## config.mk

```make
export PLATFORM = sky130hd
export DESIGN_NAME = rvCore
export DESIGN_NICKNAME = d
export VERILOG_FILES = /design/src/verilog/rvCorePkg.sv /design/src/verilog/pipeStage.sv /design/src/verilog/rvDecoder.sv /design/src/verilog/regFile.sv /design/src/verilog/rvAlu.sv /design/src/verilog/loadStoreUnit.sv /design/src/verilog/rvCore.sv
export VERILOG_INCLUDE_DIRS = /design/src /design/src/verilog
export SDC_FILE = /design/constraint.sdc
export NUM_CORES = 2
export LEC_CHECK = 0
export BUFFER_PORTS_ARGS = -buffer_cell sky130_fd_sc_hd__buf_2
export CORE_MARGIN = 3
export CORE_UTILIZATION = 56
export CTS_BUF_LIST = sky130_fd_sc_hd__clkbuf_8
export DETAILED_ROUTE_END_ITERATION = 10
export GPL_TIMING_DRIVEN = 0
export PLACE_DENSITY = 0.77
export RECOVER_POWER = 50
export SYNTH_ARGS = -nofsm -noshare
export SYNTH_HDL_FRONTEND = slang
export SYNTH_SLANG_ARGS = --single-unit
```

## constraint.sdc

```tcl
create_clock -name clk -period 7.3 [get_ports clk]
set_clock_uncertainty 0.2 [all_clocks]
set_input_delay 1.095 -clock clk [delete_from_list [all_inputs] [get_ports clk]]
set_output_delay 1.095 -clock clk [all_outputs]
set_load 0.005 [all_outputs]
```

## src/verilog/rvCore_config.svh

```systemverilog
// RV32I core configuration
`ifndef RvCoreConfigSvh
`define RvCoreConfigSvh

// data and address width
`define XLen 32

// first fetch address after reset
`define ResetPc 32'h00000000

// addi x0, x0, 0
`define NopInst 32'h00000013

// integer register count, x0 included
`define RegCount 32

`endif

```

## src/verilog/rvCorePkg.sv

```systemverilog
// RV32I core shared types
`default_nettype none

`include "rvCore_config.svh"

package rvCorePkg;

  // blt and bltu reuse slt and sltu, result sits in bit 0
  typedef enum logic [3:0] {
    AluAdd,
    AluSub,
    AluSll,
    AluSlt,
    AluSltu,
    AluXor,
    AluSrl,
    AluSra,
    AluOr,
    AluAnd,
    AluPassB,
    AluEq,
    AluNe,
    AluGe,
    AluGeu
  } aluOpT;

  // encoding matches funct3[1:0] of loads and stores
  typedef enum logic [1:0] {
    MemByte = 2'd0,
    MemHalf = 2'd1,
    MemWord = 2'd2
  } memWidthT;

  typedef struct packed {
    aluOpT aluOp;
    memWidthT memWidth;
    logic loadUnsigned;
    logic regWen;
    logic memRen;
    logic memWen;
    logic useImm;
    logic usePcA;
    logic isBranch;
    logic isJump;
    logic isJalr;
    logic isEbreak;
    logic illegal;
    logic valid;
  } ctrlT;

  typedef struct packed {
    logic [`XLen-1:0] pc;
    logic [31:0] inst;
  } ifIdT;

  typedef struct packed {
    logic [`XLen-1:0] pc;
    ctrlT ctrl;
    logic [`XLen-1:0] imm;
    logic [`XLen-1:0] rs1Data;
    logic [`XLen-1:0] rs2Data;
    logic [4:0] rd;
  } idExT;

endpackage

`default_nettype wire

```

## src/verilog/pipeStage.sv

```systemverilog
// Pipeline register
`timescale 1ns/1ps
`default_nettype none

module pipeStage #(
  parameter type payloadT = logic,
  parameter payloadT bubble = '0
) (
  input  logic    clk,
  input  logic    rst,
  input  logic    flush,
  input  logic    enable,
  input  payloadT din,
  output payloadT dout
);

  // flush wins over enable so a killed slot never holds stale work
  always_ff @(posedge clk) begin
    if (rst || flush) begin
      dout <= bubble;
    end else if (enable) begin
      dout <= din;
    end
  end

endmodule

`default_nettype wire

```

## src/verilog/rvDecoder.sv

```systemverilog
// RV32I instruction decoder
`timescale 1ns/1ps
`default_nettype none

`include "rvCore_config.svh"

module rvDecoder (
  input  logic [31:0]         inst,
  input  logic                instValid,
  output logic [4:0]          rs1,
  output logic [4:0]          rs2,
  output logic [4:0]          rd,
  output logic [`XLen-1:0]    imm,
  output rvCorePkg::ctrlT     ctrl
);

  localparam logic [6:0] OpLui    = 7'b0110111;
  localparam logic [6:0] OpAuipc  = 7'b0010111;
  localparam logic [6:0] OpJal    = 7'b1101111;
  localparam logic [6:0] OpJalr   = 7'b1100111;
  localparam logic [6:0] OpBranch = 7'b1100011;
  localparam logic [6:0] OpLoad   = 7'b0000011;
  localparam logic [6:0] OpStore  = 7'b0100011;
  localparam logic [6:0] OpImm    = 7'b0010011;
  localparam logic [6:0] OpReg    = 7'b0110011;
  localparam logic [31:0] Ebreak  = 32'h00100073;

  logic [6:0] opcode;
  logic [2:0] funct3;
  logic [6:0] funct7;
  logic [`XLen-1:0] immI;
  logic [`XLen-1:0] immS;
  logic [`XLen-1:0] immB;
  logic [`XLen-1:0] immU;
  logic [`XLen-1:0] immJ;
  logic legal;

  // shared by register-immediate and register-register ops
  function automatic rvCorePkg::aluOpT opFromFunct3(input logic [2:0] f3, input logic alt);
    rvCorePkg::aluOpT op;
    case (f3)
      3'b000: op = alt ? rvCorePkg::AluSub : rvCorePkg::AluAdd;
      3'b001: op = rvCorePkg::AluSll;
      3'b010: op = rvCorePkg::AluSlt;
      3'b011: op = rvCorePkg::AluSltu;
      3'b100: op = rvCorePkg::AluXor;
      3'b101: op = alt ? rvCorePkg::AluSra : rvCorePkg::AluSrl;
      3'b110: op = rvCorePkg::AluOr;
      default: op = rvCorePkg::AluAnd;
    endcase
    return op;
  endfunction

  assign opcode = inst[6:0];
  assign funct3 = inst[14:12];
  assign funct7 = inst[31:25];
  assign rs1 = inst[19:15];
  assign rs2 = inst[24:20];

  assign immI = {{20{inst[31]}}, inst[31:20]};
  assign immS = {{20{inst[31]}}, inst[31:25], inst[11:7]};
  assign immB = {{19{inst[31]}}, inst[31], inst[7], inst[30:25], inst[11:8], 1'b0};
  assign immU = {inst[31:12], 12'b0};
  assign immJ = {{11{inst[31]}}, inst[31], inst[19:12], inst[20], inst[30:21], 1'b0};

  always_comb begin
    ctrl = '0;
    imm = immI;
    legal = 1'b1;
    case (opcode)
      OpLui: begin
        ctrl.aluOp = rvCorePkg::AluPassB;
        ctrl.useImm = 1'b1;
        ctrl.regWen = 1'b1;
        imm = immU;
      end
      OpAuipc: begin
        ctrl.usePcA = 1'b1;
        ctrl.useImm = 1'b1;
        ctrl.regWen = 1'b1;
        imm = immU;
      end
      OpJal: begin
        ctrl.usePcA = 1'b1;
        ctrl.useImm = 1'b1;
        ctrl.isJump = 1'b1;
        ctrl.regWen = 1'b1;
        imm = immJ;
      end
      OpJalr: begin
        ctrl.useImm = 1'b1;
        ctrl.isJump = 1'b1;
        ctrl.isJalr = 1'b1;
        ctrl.regWen = 1'b1;
        legal = (funct3 == 3'b000);
      end
      OpBranch: begin
        ctrl.isBranch = 1'b1;
        imm = immB;
        legal = (funct3[2:1] != 2'b01);
        case (funct3)
          3'b000: ctrl.aluOp = rvCorePkg::AluEq;
          3'b001: ctrl.aluOp = rvCorePkg::AluNe;
          3'b100: ctrl.aluOp = rvCorePkg::AluSlt;
          3'b101: ctrl.aluOp = rvCorePkg::AluGe;
          3'b110: ctrl.aluOp = rvCorePkg::AluSltu;
          default: ctrl.aluOp = rvCorePkg::AluGeu;
        endcase
      end
      OpLoad: begin
        ctrl.useImm = 1'b1;
        ctrl.memRen = 1'b1;
        ctrl.regWen = 1'b1;
        ctrl.memWidth = rvCorePkg::memWidthT'(funct3[1:0]);
        ctrl.loadUnsigned = funct3[2];
        // lb lh lw lbu lhu only
        legal = (funct3[1:0] != 2'b11) && !(funct3[2] && funct3[1]);
      end
      OpStore: begin
        ctrl.useImm = 1'b1;
        ctrl.memWen = 1'b1;
        ctrl.memWidth = rvCorePkg::memWidthT'(funct3[1:0]);
        imm = immS;
        legal = !funct3[2] && (funct3[1:0] != 2'b11);
      end
      OpImm: begin
        ctrl.useImm = 1'b1;
        ctrl.regWen = 1'b1;
        ctrl.aluOp = opFromFunct3(funct3, (funct3 == 3'b101) && funct7[5]);
        if (funct3 == 3'b001) begin
          legal = (funct7 == 7'b0000000);
        end else if (funct3 == 3'b101) begin
          legal = (funct7 == 7'b0000000) || (funct7 == 7'b0100000);
        end
      end
      OpReg: begin
        ctrl.regWen = 1'b1;
        ctrl.aluOp = opFromFunct3(funct3, funct7[5]);
        // funct7 bit 5 only for sub and sra
        legal = (funct7 == 7'b0000000) ||
                ((funct7 == 7'b0100000) && ((funct3 == 3'b000) || (funct3 == 3'b101)));
      end
      default: begin
        ctrl.isEbreak = (inst == Ebreak);
        legal = (inst == Ebreak);
      end
    endcase

    if (!legal) begin
      ctrl = '0;
      ctrl.illegal = 1'b1;
    end

    if (instValid) begin
      ctrl.valid = 1'b1;
    end else begin
      ctrl = '0;
    end

    // rd reads as zero for anything that leaves the register file alone
    rd = ctrl.regWen ? inst[11:7] : 5'd0;
  end

endmodule

`default_nettype wire

```

## src/verilog/regFile.sv

```systemverilog
// Integer register file
`timescale 1ns/1ps
`default_nettype none

`include "rvCore_config.svh"

module regFile (
  input  logic                          clk,
  input  logic [$clog2(`RegCount)-1:0]  rs1,
  input  logic [$clog2(`RegCount)-1:0]  rs2,
  input  logic [$clog2(`RegCount)-1:0]  rd,
  input  logic                          wen,
  input  logic [`XLen-1:0]              wdata,
  output logic [`XLen-1:0]              rs1Data,
  output logic [`XLen-1:0]              rs2Data
);

  logic [`XLen-1:0] regs [`RegCount];

  // x0 slot is never written
  always_ff @(posedge clk) begin
    if (wen && (rd != '0)) begin
      regs[rd] <= wdata;
    end
  end

  // reads are combinational, same-cycle writes reach ID through forwarding
  assign rs1Data = (rs1 == '0) ? '0 : regs[rs1];
  assign rs2Data = (rs2 == '0) ? '0 : regs[rs2];

endmodule

`default_nettype wire

```

## src/verilog/rvAlu.sv

```systemverilog
// Integer ALU
`timescale 1ns/1ps
`default_nettype none

`include "rvCore_config.svh"

module rvAlu (
  input  logic [`XLen-1:0]  opA,
  input  logic [`XLen-1:0]  opB,
  input  rvCorePkg::aluOpT  aluOp,
  output logic [`XLen-1:0]  result
);

  logic [4:0] shamt;
  logic lessSigned;
  logic lessUnsigned;

  assign shamt = opB[4:0];
  assign lessSigned = $signed(opA) < $signed(opB);
  assign lessUnsigned = opA < opB;

  // compares leave their flag in bit 0
  always_comb begin
    case (aluOp)
      rvCorePkg::AluAdd:   result = opA + opB;
      rvCorePkg::AluSub:   result = opA - opB;
      rvCorePkg::AluSll:   result = opA << shamt;
      rvCorePkg::AluSlt:   result = {{(`XLen-1){1'b0}}, lessSigned};
      rvCorePkg::AluSltu:  result = {{(`XLen-1){1'b0}}, lessUnsigned};
      rvCorePkg::AluXor:   result = opA ^ opB;
      rvCorePkg::AluSrl:   result = opA >> shamt;
      rvCorePkg::AluSra:   result = $unsigned($signed(opA) >>> shamt);
      rvCorePkg::AluOr:    result = opA | opB;
      rvCorePkg::AluAnd:   result = opA & opB;
      rvCorePkg::AluPassB: result = opB;
      rvCorePkg::AluEq:    result = {{(`XLen-1){1'b0}}, opA == opB};
      rvCorePkg::AluNe:    result = {{(`XLen-1){1'b0}}, opA != opB};
      rvCorePkg::AluGe:    result = {{(`XLen-1){1'b0}}, !lessSigned};
      rvCorePkg::AluGeu:   result = {{(`XLen-1){1'b0}}, !lessUnsigned};
      default:             result = '0;
    endcase
  end

endmodule

`default_nettype wire

```

## src/verilog/loadStoreUnit.sv

```systemverilog
// Load and store byte lane alignment
`timescale 1ns/1ps
`default_nettype none

`include "rvCore_config.svh"

module loadStoreUnit (
  input  logic [`XLen-1:0]    addr,
  input  logic [`XLen-1:0]    storeData,
  input  logic [`XLen-1:0]    rdataWord,
  input  rvCorePkg::memWidthT memWidth,
  input  logic                loadUnsigned,
  output logic [3:0]          strb,
  output logic [`XLen-1:0]    wdataWord,
  output logic [`XLen-1:0]    loadData
);

  logic [1:0] offset;
  logic [`XLen-1:0] shifted;

  // only the byte offset matters here, the word address goes straight out
  assign offset = addr[1:0];

  // store side, data copied into every lane so the strobe picks the right one
  always_comb begin
    case (memWidth)
      rvCorePkg::MemByte: begin
        wdataWord = {4{storeData[7:0]}};
        strb = 4'b0001 << offset;
      end
      rvCorePkg::MemHalf: begin
        wdataWord = {2{storeData[15:0]}};
        strb = 4'b0011 << {offset[1], 1'b0};
      end
      default: begin
        wdataWord = storeData;
        strb = 4'b1111;
      end
    endcase
  end

  // addressed lane moved down to bit 0
  assign shifted = rdataWord >> {offset, 3'b000};

  always_comb begin
    case (memWidth)
      rvCorePkg::MemByte: begin
        loadData = {{24{!loadUnsigned && shifted[7]}}, shifted[7:0]};
      end
      rvCorePkg::MemHalf: begin
        loadData = {{16{!loadUnsigned && shifted[15]}}, shifted[15:0]};
      end
      default: begin
        loadData = rdataWord;
      end
    endcase
  end

endmodule

`default_nettype wire

```

## src/verilog/rvCore.sv

```systemverilog
// Three-stage RV32I core
`timescale 1ns/1ps
`default_nettype none

`include "rvCore_config.svh"

module rvCore (
  input  logic              clk,
  input  logic              rst,
  output logic [`XLen-1:0]  instAddr,
  input  logic [31:0]       instData,
  output logic [`XLen-1:0]  dataAddr,
  output logic [`XLen-1:0]  dataWdata,
  output logic [3:0]        dataStrb,
  output logic              dataWen,
  output logic              dataRen,
  input  logic [`XLen-1:0]  dataRdata,
  output logic              retireValid,
  output logic [`XLen-1:0]  retirePc,
  output logic [4:0]        retireRd,
  output logic [`XLen-1:0]  retireData,
  output logic              halted,
  output logic              trapIllegal
);

  localparam logic [`XLen-1:0] InstBytes = 4;
  localparam rvCorePkg::ifIdT IfIdBubble = '{pc: `ResetPc, inst: `NopInst};
  localparam rvCorePkg::idExT IdExBubble = '0;

  logic [`XLen-1:0] pc;
  logic idValid;
  rvCorePkg::ifIdT ifIdIn;
  rvCorePkg::ifIdT ifIdQ;
  rvCorePkg::idExT idExIn;
  rvCorePkg::idExT idExQ;

  logic [4:0] rs1;
  logic [4:0] rs2;
  logic [4:0] rdId;
  logic [`XLen-1:0] immId;
  rvCorePkg::ctrlT ctrlId;
  logic [`XLen-1:0] rs1Raw;
  logic [`XLen-1:0] rs2Raw;
  logic fwdA;
  logic fwdB;

  logic exValid;
  logic [`XLen-1:0] opA;
  logic [`XLen-1:0] opB;
  logic [`XLen-1:0] aluResult;
  logic [`XLen-1:0] loadData;
  logic [`XLen-1:0] wbData;
  logic [`XLen-1:0] linkPc;
  logic [`XLen-1:0] transferTarget;
  logic taken;
  logic stopEx;
  logic flush;

  // fetch
  assign instAddr = pc;
  assign ifIdIn.pc = pc;
  assign ifIdIn.inst = instData;

  pipeStage #(.payloadT(rvCorePkg::ifIdT), .bubble(IfIdBubble)) ifIdStage (
    .clk    (clk),
    .rst    (rst),
    .flush  (flush),
    .enable (!halted),
    .din    (ifIdIn),
    .dout   (ifIdQ)
  );

  // decode and register read
  rvDecoder decoder0 (
    .inst      (ifIdQ.inst),
    .instValid (idValid),
    .rs1       (rs1),
    .rs2       (rs2),
    .rd        (rdId),
    .imm       (immId),
    .ctrl      (ctrlId)
  );

  regFile regFile0 (
    .clk     (clk),
    .rs1     (rs1),
    .rs2     (rs2),
    .rd      (idExQ.rd),
    .wen     (exValid && idExQ.ctrl.regWen),
    .wdata   (wbData),
    .rs1Data (rs1Raw),
    .rs2Data (rs2Raw)
  );

  // EX result bypasses the register file when ID reads the register EX writes
  assign fwdA = exValid && idExQ.ctrl.regWen && (idExQ.rd != 5'd0) && (idExQ.rd == rs1);
  assign fwdB = exValid && idExQ.ctrl.regWen && (idExQ.rd != 5'd0) && (idExQ.rd == rs2);

  assign idExIn.pc = ifIdQ.pc;
  assign idExIn.ctrl = ctrlId;
  assign idExIn.imm = immId;
  assign idExIn.rs1Data = fwdA ? wbData : rs1Raw;
  assign idExIn.rs2Data = fwdB ? wbData : rs2Raw;
  assign idExIn.rd = rdId;

  pipeStage #(.payloadT(rvCorePkg::idExT), .bubble(IdExBubble)) idExStage (
    .clk    (clk),
    .rst    (rst),
    .flush  (flush),
    .enable (!halted),
    .din    (idExIn),
    .dout   (idExQ)
  );

  // execute, memory access and write-back
  assign exValid = idExQ.ctrl.valid;
  assign opA = idExQ.ctrl.usePcA ? idExQ.pc : idExQ.rs1Data;
  assign opB = idExQ.ctrl.useImm ? idExQ.imm : idExQ.rs2Data;

  rvAlu alu0 (
    .opA    (opA),
    .opB    (opB),
    .aluOp  (idExQ.ctrl.aluOp),
    .result (aluResult)
  );

  loadStoreUnit lsu0 (
    .addr         (aluResult),
    .storeData    (idExQ.rs2Data),
    .rdataWord    (dataRdata),
    .memWidth     (idExQ.ctrl.memWidth),
    .loadUnsigned (idExQ.ctrl.loadUnsigned),
    .strb         (dataStrb),
    .wdataWord    (dataWdata),
    .loadData     (loadData)
  );

  assign dataAddr = {aluResult[`XLen-1:2], 2'b00};
  assign dataWen = exValid && idExQ.ctrl.memWen;
  assign dataRen = exValid && idExQ.ctrl.memRen;

  assign linkPc = idExQ.pc + InstBytes;
  assign wbData = idExQ.ctrl.isJump ? linkPc :
                  idExQ.ctrl.memRen ? loadData : aluResult;

  assign retireValid = exValid;
  assign retirePc = idExQ.pc;
  assign retireRd = idExQ.rd;
  assign retireData = (idExQ.ctrl.regWen && (idExQ.rd != 5'd0)) ? wbData : '0;

  // jalr drops bit 0 of the sum for the next pc
  assign taken = exValid && (idExQ.ctrl.isJump ||
                             (idExQ.ctrl.isBranch && aluResult[0]));
  assign transferTarget = idExQ.ctrl.isJalr ? {aluResult[`XLen-1:1], 1'b0} :
                                              (idExQ.pc + idExQ.imm);
  assign stopEx = exValid && (idExQ.ctrl.isEbreak || idExQ.ctrl.illegal);

  // the two younger slots die on a transfer or a halt
  assign flush = taken || stopEx;

  always_ff @(posedge clk) begin
    if (rst) begin
      pc <= `ResetPc;
    end else if (!halted && !stopEx) begin
      pc <= taken ? transferTarget : (pc + InstBytes);
    end
  end

  // marks a real instruction in ID since ifIdT has no valid bit
  always_ff @(posedge clk) begin
    if (rst || flush) begin
      idValid <= 1'b0;
    end else if (!halted) begin
      idValid <= 1'b1;
    end
  end

  // only one stop can reach EX before everything freezes
  always_ff @(posedge clk) begin
    if (rst) begin
      halted <= 1'b0;
      trapIllegal <= 1'b0;
    end else if (stopEx) begin
      halted <= 1'b1;
      trapIllegal <= idExQ.ctrl.illegal;
    end
  end

endmodule

`default_nettype wire

```

# [After elaboration in Yosys (flattened, before gate mapping)]
# Memory sizes are Yosys's and may differ from the RTL's. A register that Yosys moved wholly into a read port is not among the register bits.
# Cells that the tools add are included.
[totals] reg_bits=250 mem_bits_rw=1024 inputBits=66 out_inout_bits=174 wordCells=175 n_memories=1
[op_classes] addsub=5 order_cmp=2 eq_ne=38 n_shift=6 n_mux=48 bitwise_logic=3 n_reduce_logical=47
[memory_table] memory="regFile0.regs" depth=32 word_bits=32 read_ports=2 rd_clocked_by_memory_dff=2 write_ports=1 line="regFile.sv:18" rtl="logic [`XLen-1:0] regs [`RegCount];"
[op_table] cell="$pmux 32 s15" n=1
[op_table] cell="$mux 32" n=11
[op_table] cell="$pmux 32 s2" n=2
[op_table] cell="$pmux 31 s4" n=1
[op_table] cell="$add 32x3->32 const B" n=2
[op_table] cell="$add 32x32->32" n=2
[op_table] cell="$lt 32x32->1" n=2
[op_table] cell="$pmux 4 s7" n=2
[op_table] cell="$and 32x32->32" n=1
[op_table] cell="$eq 32x21->1 const B" n=1
[op_table] cell="$eq 32x32->1" n=1
[op_table] cell="$ne 32x32->1" n=1
[op_table] cell="$or 32x32->32" n=1
[op_table] cell="$shl 32x5->32" n=1
[op_table] cell="$shr 32x5->16" n=1
[op_table] cell="$shr 32x5->32" n=1
[op_table] cell="$sshr 32x5->32" n=1
[op_table] cell="$sub 32x32->32" n=1
[op_table] cell="$xor 32x32->32" n=1
[op_table] cell="$eq 4x4->1 const B" n=7
[op_table] cell="$eq 7x6->1 const B" n=4
[op_table] cell="$mux 5" n=5
[op_table] cell="$eq 7x7->1 const B" n=3
[op_table] cell="$pmux 4 s5" n=1
[op_table] cell="other kinds (34)" n=95

# [Depth between registers and ports, before layout]
[depth] word_depth=10 ltp_mapped=23 depth_no_buf=16

# [Cells and area by module]
# From an unflattened synthesis, not the netlist that was laid out.
[unflattened] hier_cells=6005 hier_area_um2=74482.7
[modules_own_cells] mod="regFile" n_inst=1 cells_per_inst=2564 area_per_inst_um2=47929.7 seq_area_each_um2=30749.5
[modules_own_cells] mod="rvAlu" n_inst=1 cells_per_inst=1423 area_per_inst_um2=9441.6 seq_area_each_um2=0.0
[modules_own_cells] mod="rvCore" n_inst=1 cells_per_inst=940 area_per_inst_um2=6894.1 seq_area_each_um2=700.7
[modules_own_cells] mod="pipeStage at idExStage" n_inst=1 cells_per_inst=488 area_per_inst_um2=5367.6 seq_area_each_um2=3022.9
[modules_own_cells] mod="pipeStage at ifIdStage" n_inst=1 cells_per_inst=208 area_per_inst_um2=2337.2 seq_area_each_um2=1281.2
[modules_own_cells] mod="loadStoreUnit" n_inst=1 cells_per_inst=199 area_per_inst_um2=1261.2 seq_area_each_um2=0.0
[modules_own_cells] mod="rvDecoder" n_inst=1 cells_per_inst=183 area_per_inst_um2=1251.2 seq_area_each_um2=0.0

# [Worst setup path after synthesis]
# OpenSTA, ideal clock, no wires.
[synth_path] path_kind="register to output" startpoint="reg idExStage.dout[108] in the netlist's numbering" endpoint="out retireData[5]" arrival_time_ns=6.633 required_ns=6.005 setup_slack_ns=-0.628 stages_incl_launch_ff=18 n_path_buf=5 cell_sequence="dfxtp_1 > buf_4 > buf_1 > clkbuf_1 > clkbuf_1 > mux2_2 > inv_1 > ha_1 > clkbuf_1 > nor3_1 > and3_1 > a2bb2oi_1 > a211oi_1 > mux2_2 > o31ai_1 > a22oi_1 > a221oi_1 > and2_1"
[synth_between] elab_chain_cells=9 word_cells_on_any_way=21 classes_between="add/sub: 2; order compare: 2; eq/ne: 2; shift: 4; mux: 6; bitwise: 3; reduce/logical: 2"
[synth_lines] item="start: declaration" line="pipeStage.sv:14" rtl="output payloadT dout"
[synth_lines] item="start signal: assignment" line="pipeStage.sv:20" rtl="dout <= bubble;"
[synth_lines] item="start signal: assignment" line="pipeStage.sv:22" rtl="dout <= din;"
[synth_lines] item="$mux 32 (*)" line="rvCore.sv:118" rtl="assign opB = idExQ.ctrl.useImm ? idExQ.imm : idExQ.rs2Data;"
[synth_lines] item="$lt 32x32->1 (on tied branches)" line="rvAlu.sv:20, rvAlu.sv:19"
[synth_lines] item="$logic_not 1->1 (on tied branches)" line="rvAlu.sv:39, rvAlu.sv:38"
[synth_lines] item="$pmux 32 s15 (*)" line="rvAlu.sv:24" rtl="case (aluOp)"
[synth_lines] item="$shr 32x5->16" line="loadStoreUnit.sv:43" rtl="assign shifted = rdataWord >> {offset, 3'b000};"
[synth_lines] item="$pmux 32 s2" line="loadStoreUnit.sv:46" rtl="case (memWidth)"
[synth_lines] item="$mux 32 (*)" line="rvCore.sv:144" rtl="idExQ.ctrl.memRen ? loadData : aluResult;"
[synth_lines] item="$mux 32 (*)" line="rvCore.sv:143" rtl="assign wbData = idExQ.ctrl.isJump ? linkPc :"
[synth_lines] item="via regFile0.wdata[5]" line="regFile.sv:13" rtl="input logic [`XLen-1:0] wdata,"
[synth_lines] item="$mux 32 (*)" line="rvCore.sv:149" rtl="assign retireData = (idExQ.ctrl.regWen && (idExQ.rd != 5'd0)) ? wbData : '0;"
[synth_lines] item="end: declaration" line="rvCore.sv:21" rtl="output logic [`XLen-1:0] retireData,"
# The timed path passes the listed nets; every way through them passes the cells marked *.

# [Worst setup path after layout]
[layout_path] startpoint="reg idExStage.dout[107] in the netlist's numbering" endpoint="out retireData[19]"
[layout_between] elab_chain_cells=10 word_cells_on_any_way=23 classes_between="add/sub: 2; order compare: 2; eq/ne: 2; shift: 4; mux: 6; bitwise: 3; reduce/logical: 4"
[layout_lines] item="$mux 32 (*)" line="rvCore.sv:117" rtl="assign opA = idExQ.ctrl.usePcA ? idExQ.pc : idExQ.rs1Data;"
[layout_lines] item="$lt 32x32->1 (on tied branches)" line="rvAlu.sv:20, rvAlu.sv:19"
[layout_lines] item="$logic_not 1->1 (on tied branches)" line="rvAlu.sv:39, rvAlu.sv:38"
[layout_lines] item="$pmux 32 s15 (*)" line="rvAlu.sv:24"
[layout_lines] item="$shr 32x5->16" line="loadStoreUnit.sv:43"
[layout_lines] item="$logic_and 1x1->1 (on tied branches)" line="loadStoreUnit.sv:51, loadStoreUnit.sv:48"
[layout_lines] item="$pmux 32 s2" line="loadStoreUnit.sv:46"
[layout_lines] item="$mux 32 (*)" line="rvCore.sv:144"
[layout_lines] item="$mux 32 (*)" line="rvCore.sv:143"
[layout_lines] item="via regFile0.wdata[19]" line="regFile.sv:13"
[layout_lines] item="$mux 32 (*)" line="rvCore.sv:149"
# Marks and branches as above.

==> results_dict.tcl <==
set metrics [dict create \
    status "finished, violations left" \
    violations "capacitance limit, slew limit, setup timing" \
    dieWidth_um 364 \
    synth.distinct_cells 110 \
    detail-route-antenna-nets 0 \
    via_per_inst 7.77 \
    io_buffers 237 \
    rsz0062_at_grt "yes" \
    start_util 0.568 \
    clockBufferDepth 3 \
    row_count 130 \
    worst_pin_slew_ps 2810 \
    critPathRequiredTime_ps 6000 \
    power.density_nw_per_um2 435 \
    synth_area_per_cell_um2 13.6 \
    hold_viol 0 \
    clk_pin_slew_ps 70 \
    cpPeakStageDelay_ps 510 \
    drt-met1-wl_um 108000 \
    cts_tree "built" \
    drv_cap 52 \
    core_area_um2 126000 \
    tns_ps -2200 \
    fin_ws_ps -320 \
    crit_top_cell "buf_6" \
    fmax_ghz 0.131 \
    synthTopCellsByArea "edfxtp_1 43%, mux4_2 20%, dfxtp_1 7.2%" \
    track_usage 0.497 \
    met2_length_um 140000 \
    ys.flop_type "edfxtp_1" \
    endpoint_kind "primary output" \
    slew_viol_final 869 \
    grt_pass1_vias 57200 \
    reg2regPathDepth 8 \
    crit_path_start "idExStage.dout[107]$_SDFFE_PP0N_" \
    synthTopCellsByCount "1024 x edfxtp_1, 647 x mux4_2, 450 x nor2_1" \
    crit_path_end "retireData[19]" \
    antenna_found_initial 25 \
    fillCellCount 8732 \
    drt-initial-drc-count 11200 \
    maxSlewHeadroom -0.880 \
    layout_min_cycle_time_ps 7620 \
    critical_path_class "register to primary output" \
    die_area_um2 133000 \
    yosys.cell_count.top_type "edfxtp_1" \
    crit_fanout 10 \
    yosys_warnings 0 \
    dp_hpwl_um 236000 \
    clk_latency_ps 1000 \
    cts_hold_buf 0 \
    net-switching-power_uw 16800 \
    clock-sinks 1284 \
    root_buffer "clkbuf_8" \
    setup_viol 23 \
    period_share 1.04 \
    fin_area_um2 84000 \
    p_leak_uw 0.0291 \
    grt.overflow.total 0 \
    die_h_um 364 \
    r2r_setup_slack_ps 520 \
    synth_top_cell_by_area "edfxtp_1" \
    ys_ff_latch 1284 \
    highest_layer "met5" \
    dr_wl_met3_um 52400 \
    seqPwrFrac 0.294 \
    synth_edf_count 1024 \
    grt_pass1_wl_um 454000 \
    drive_gt1_frac 0.288 \
    ir_worst_vdd_v 0.000329 \
    power.internal_uw 19800 \
    pwr-share-comb 0.544 \
    pwr-share-clk 0.162 \
    ios 240 \
    crit_slowest_cell "a21oi_4" \
    numCtsBuffers 199 \
    placed_area_um2 76700 \
    cp.arrival_ps 6330 \
    syn_area_um2 71800 \
    drc 0 \
    reg2reg_from "idExStage.dout[4]$_SDFFE_PP0N_" \
    routed_wl_um 333000 \
    holdCritPathClass "input pin to register" \
    yosys.area.top_type_share 0.428 \
    ys_async_sr_fraction 0 \
    rr_endpoint "regFile0.regs[18][27]$_DFFE_PP_" \
    layout.nets 6199 \
    wl_per_cell_um 42.5 \
    worstSetupStartpointType "register" \
    syn_to_final_growth_pct 17.0 \
    path_cells "buf_6 > buf_12 > buf_16 > mux2i_4 > buf_4 > inv_2 > mux2i_1 > mux2i_1 > a22oi_1 > a21boi_1 > or2_1 > buf_6 > a211o_4 > a211oi_4 > nor3_4 > buf_12 > a21oi_4 > and2_4 > buf_6" \
    num_vias 60800 \
    synthCells 5288 \
    firstDrtPassIters 10 \
    grt_max_degree 35 \
    seq_area_frac_synth 0.501 \
    gp_congestion 1.11 \
    p_sw_frac 0.458 \
    h-tree-depth 4 \
]
flip-flops by register name (all words and copies together) (netlist names), named ones only:
register and cells:
idExStage.dout 151, halted 1, ifIdStage.dout 64, trapIllegal 1
regFile0.regs 1024, idValid 1, instAddr 32
area by class of cell:
type	instances	area, µm²	share of cell area
flip-flops and latches	1284	36000	0.428
clock inverters	153	946	0.0113
inverters	147	583	0.00694
clock buffers	206	2840	0.0337
multi-input cells	3448	35400	0.421
repair buffers	502	3890	0.0463
diodes	23	57.6	0.000685
plain buffers	418	2320	0.0276
well taps	1650	2060	0.0246
worst min path at each step:
stage | startpoint | end | depth (start not counted) | slack, ps
floorplan | idExStage.dout[43]$_SDFFE_PP0N_ | idExStage.dout[43]$_SDFFE_PP0N_ | 2 | 230
global placement | ifIdStage.dout[0]$_SDFFE_PP1N_ | ifIdStage.dout[0]$_SDFFE_PP1N_ | 1 | 250
detailed placement | ifIdStage.dout[0]$_SDFFE_PP1N_ | ifIdStage.dout[0]$_SDFFE_PP1N_ | 1 | 260
CTS | instData[30] | ifIdStage.dout[30]$_SDFFE_PP0N_ | 3 | 120
global route | instData[29] | ifIdStage.dout[29]$_SDFFE_PP0N_ | 3 | 170
finish | instData[30] | ifIdStage.dout[30]$_SDFFE_PP0N_ | 3 | 170
worst max-delay path, delay by kind of cell (launching register included):
family                 cells  cell delay, ps
buffers and inverters      8            1300
and+or+nand+nor            3             710
AOI/OAI and AO/OA          5            1870
muxes                      3            1160
DFF                        1             330
repair_timing:
| action | in CTS | in global routing |
|---|---|---|
| setup endpoints to repair | 1348 | 32 |
| gates resized for setup | 433 | 90 |
| buffers inserted | 146 | 55 |
| cloned | 4 | 3 |
| pin swaps | 68 | 39 |
cells in the final DEF (no fill, tap or decap), drive strengths merged, types with 22 or more instances in the layout:
cell    count
a21o       39
a21oi     233
ha        130
clkbuf    548
a211oi     47
o221ai     50
diode      23
a31oi      28
conb       34
nor4       29
xor2       30
nor2      452
nand2     289
mux2i     355
dfxtp     260
clkinv     71
xnor2      36
and2       38
buf       575
edfxtp   1024
mux2       53
o21ai     171
a221o      41
a221oi     28
mux4      649
o31ai      22
o22ai      42
or3        23
inv       220
nor3       78
o211ai     49
nor2b      25
a22oi      48
and3       52
nand3      79
cell families after synthesis:
logic type / count (synthesis) / synth area share
xor gates and xnor gates: 66 / 0.00805
buffers and inverters: 590 / 0.0345
and+or+nand+nor: 1164 / 0.0749
DFF: 1284 / 0.501
muxes: 1057 / 0.262
AOI/OAI and AO/OA: 993 / 0.0961
adders and majority gates: 133 / 0.0235
other: 1 / 0.0000522
metrics by stage:
stage / util / power, µW / cells / worst slack (ps) / hold WS (ps)
finish: 0.665 / 36600 / 7831 / -320 / 175
CTS: 0.663 / 34600 / 7761 / -54.1 / 125
floorplan: - / 19500 / 5321 / 13.2 / 232
global route: 0.664 / 36900 / 7812 / -185 / 167
detailed placement: 0.607 / 27000 / 7266 / -3030 / 256
global placement: 0.595 / 26200 / 7208 / -4060 / 249
metal layers:
metal / global-route usage / vias to the layer above
met2: 0.723 / 6736
li1: - / 22600
met4: 0.350 / 14
met1: 0.613 / 29700
met5: 0 / -
met3: 0.190 / 1792
power by group through the flow:
stage | combinational [µW] | clock (µW) | sequential (µW)
floorplan | 9020 | 0 | 10400
global placement | 15400 | 0 | 10800
detailed placement | 16200 | 0 | 10800
CTS | 18200 | 5790 | 10700
global route | 20000 | 6170 | 10700
finish | 19900 | 5920 | 10800
Note: power is estimated with default switching activity, not from simulation.
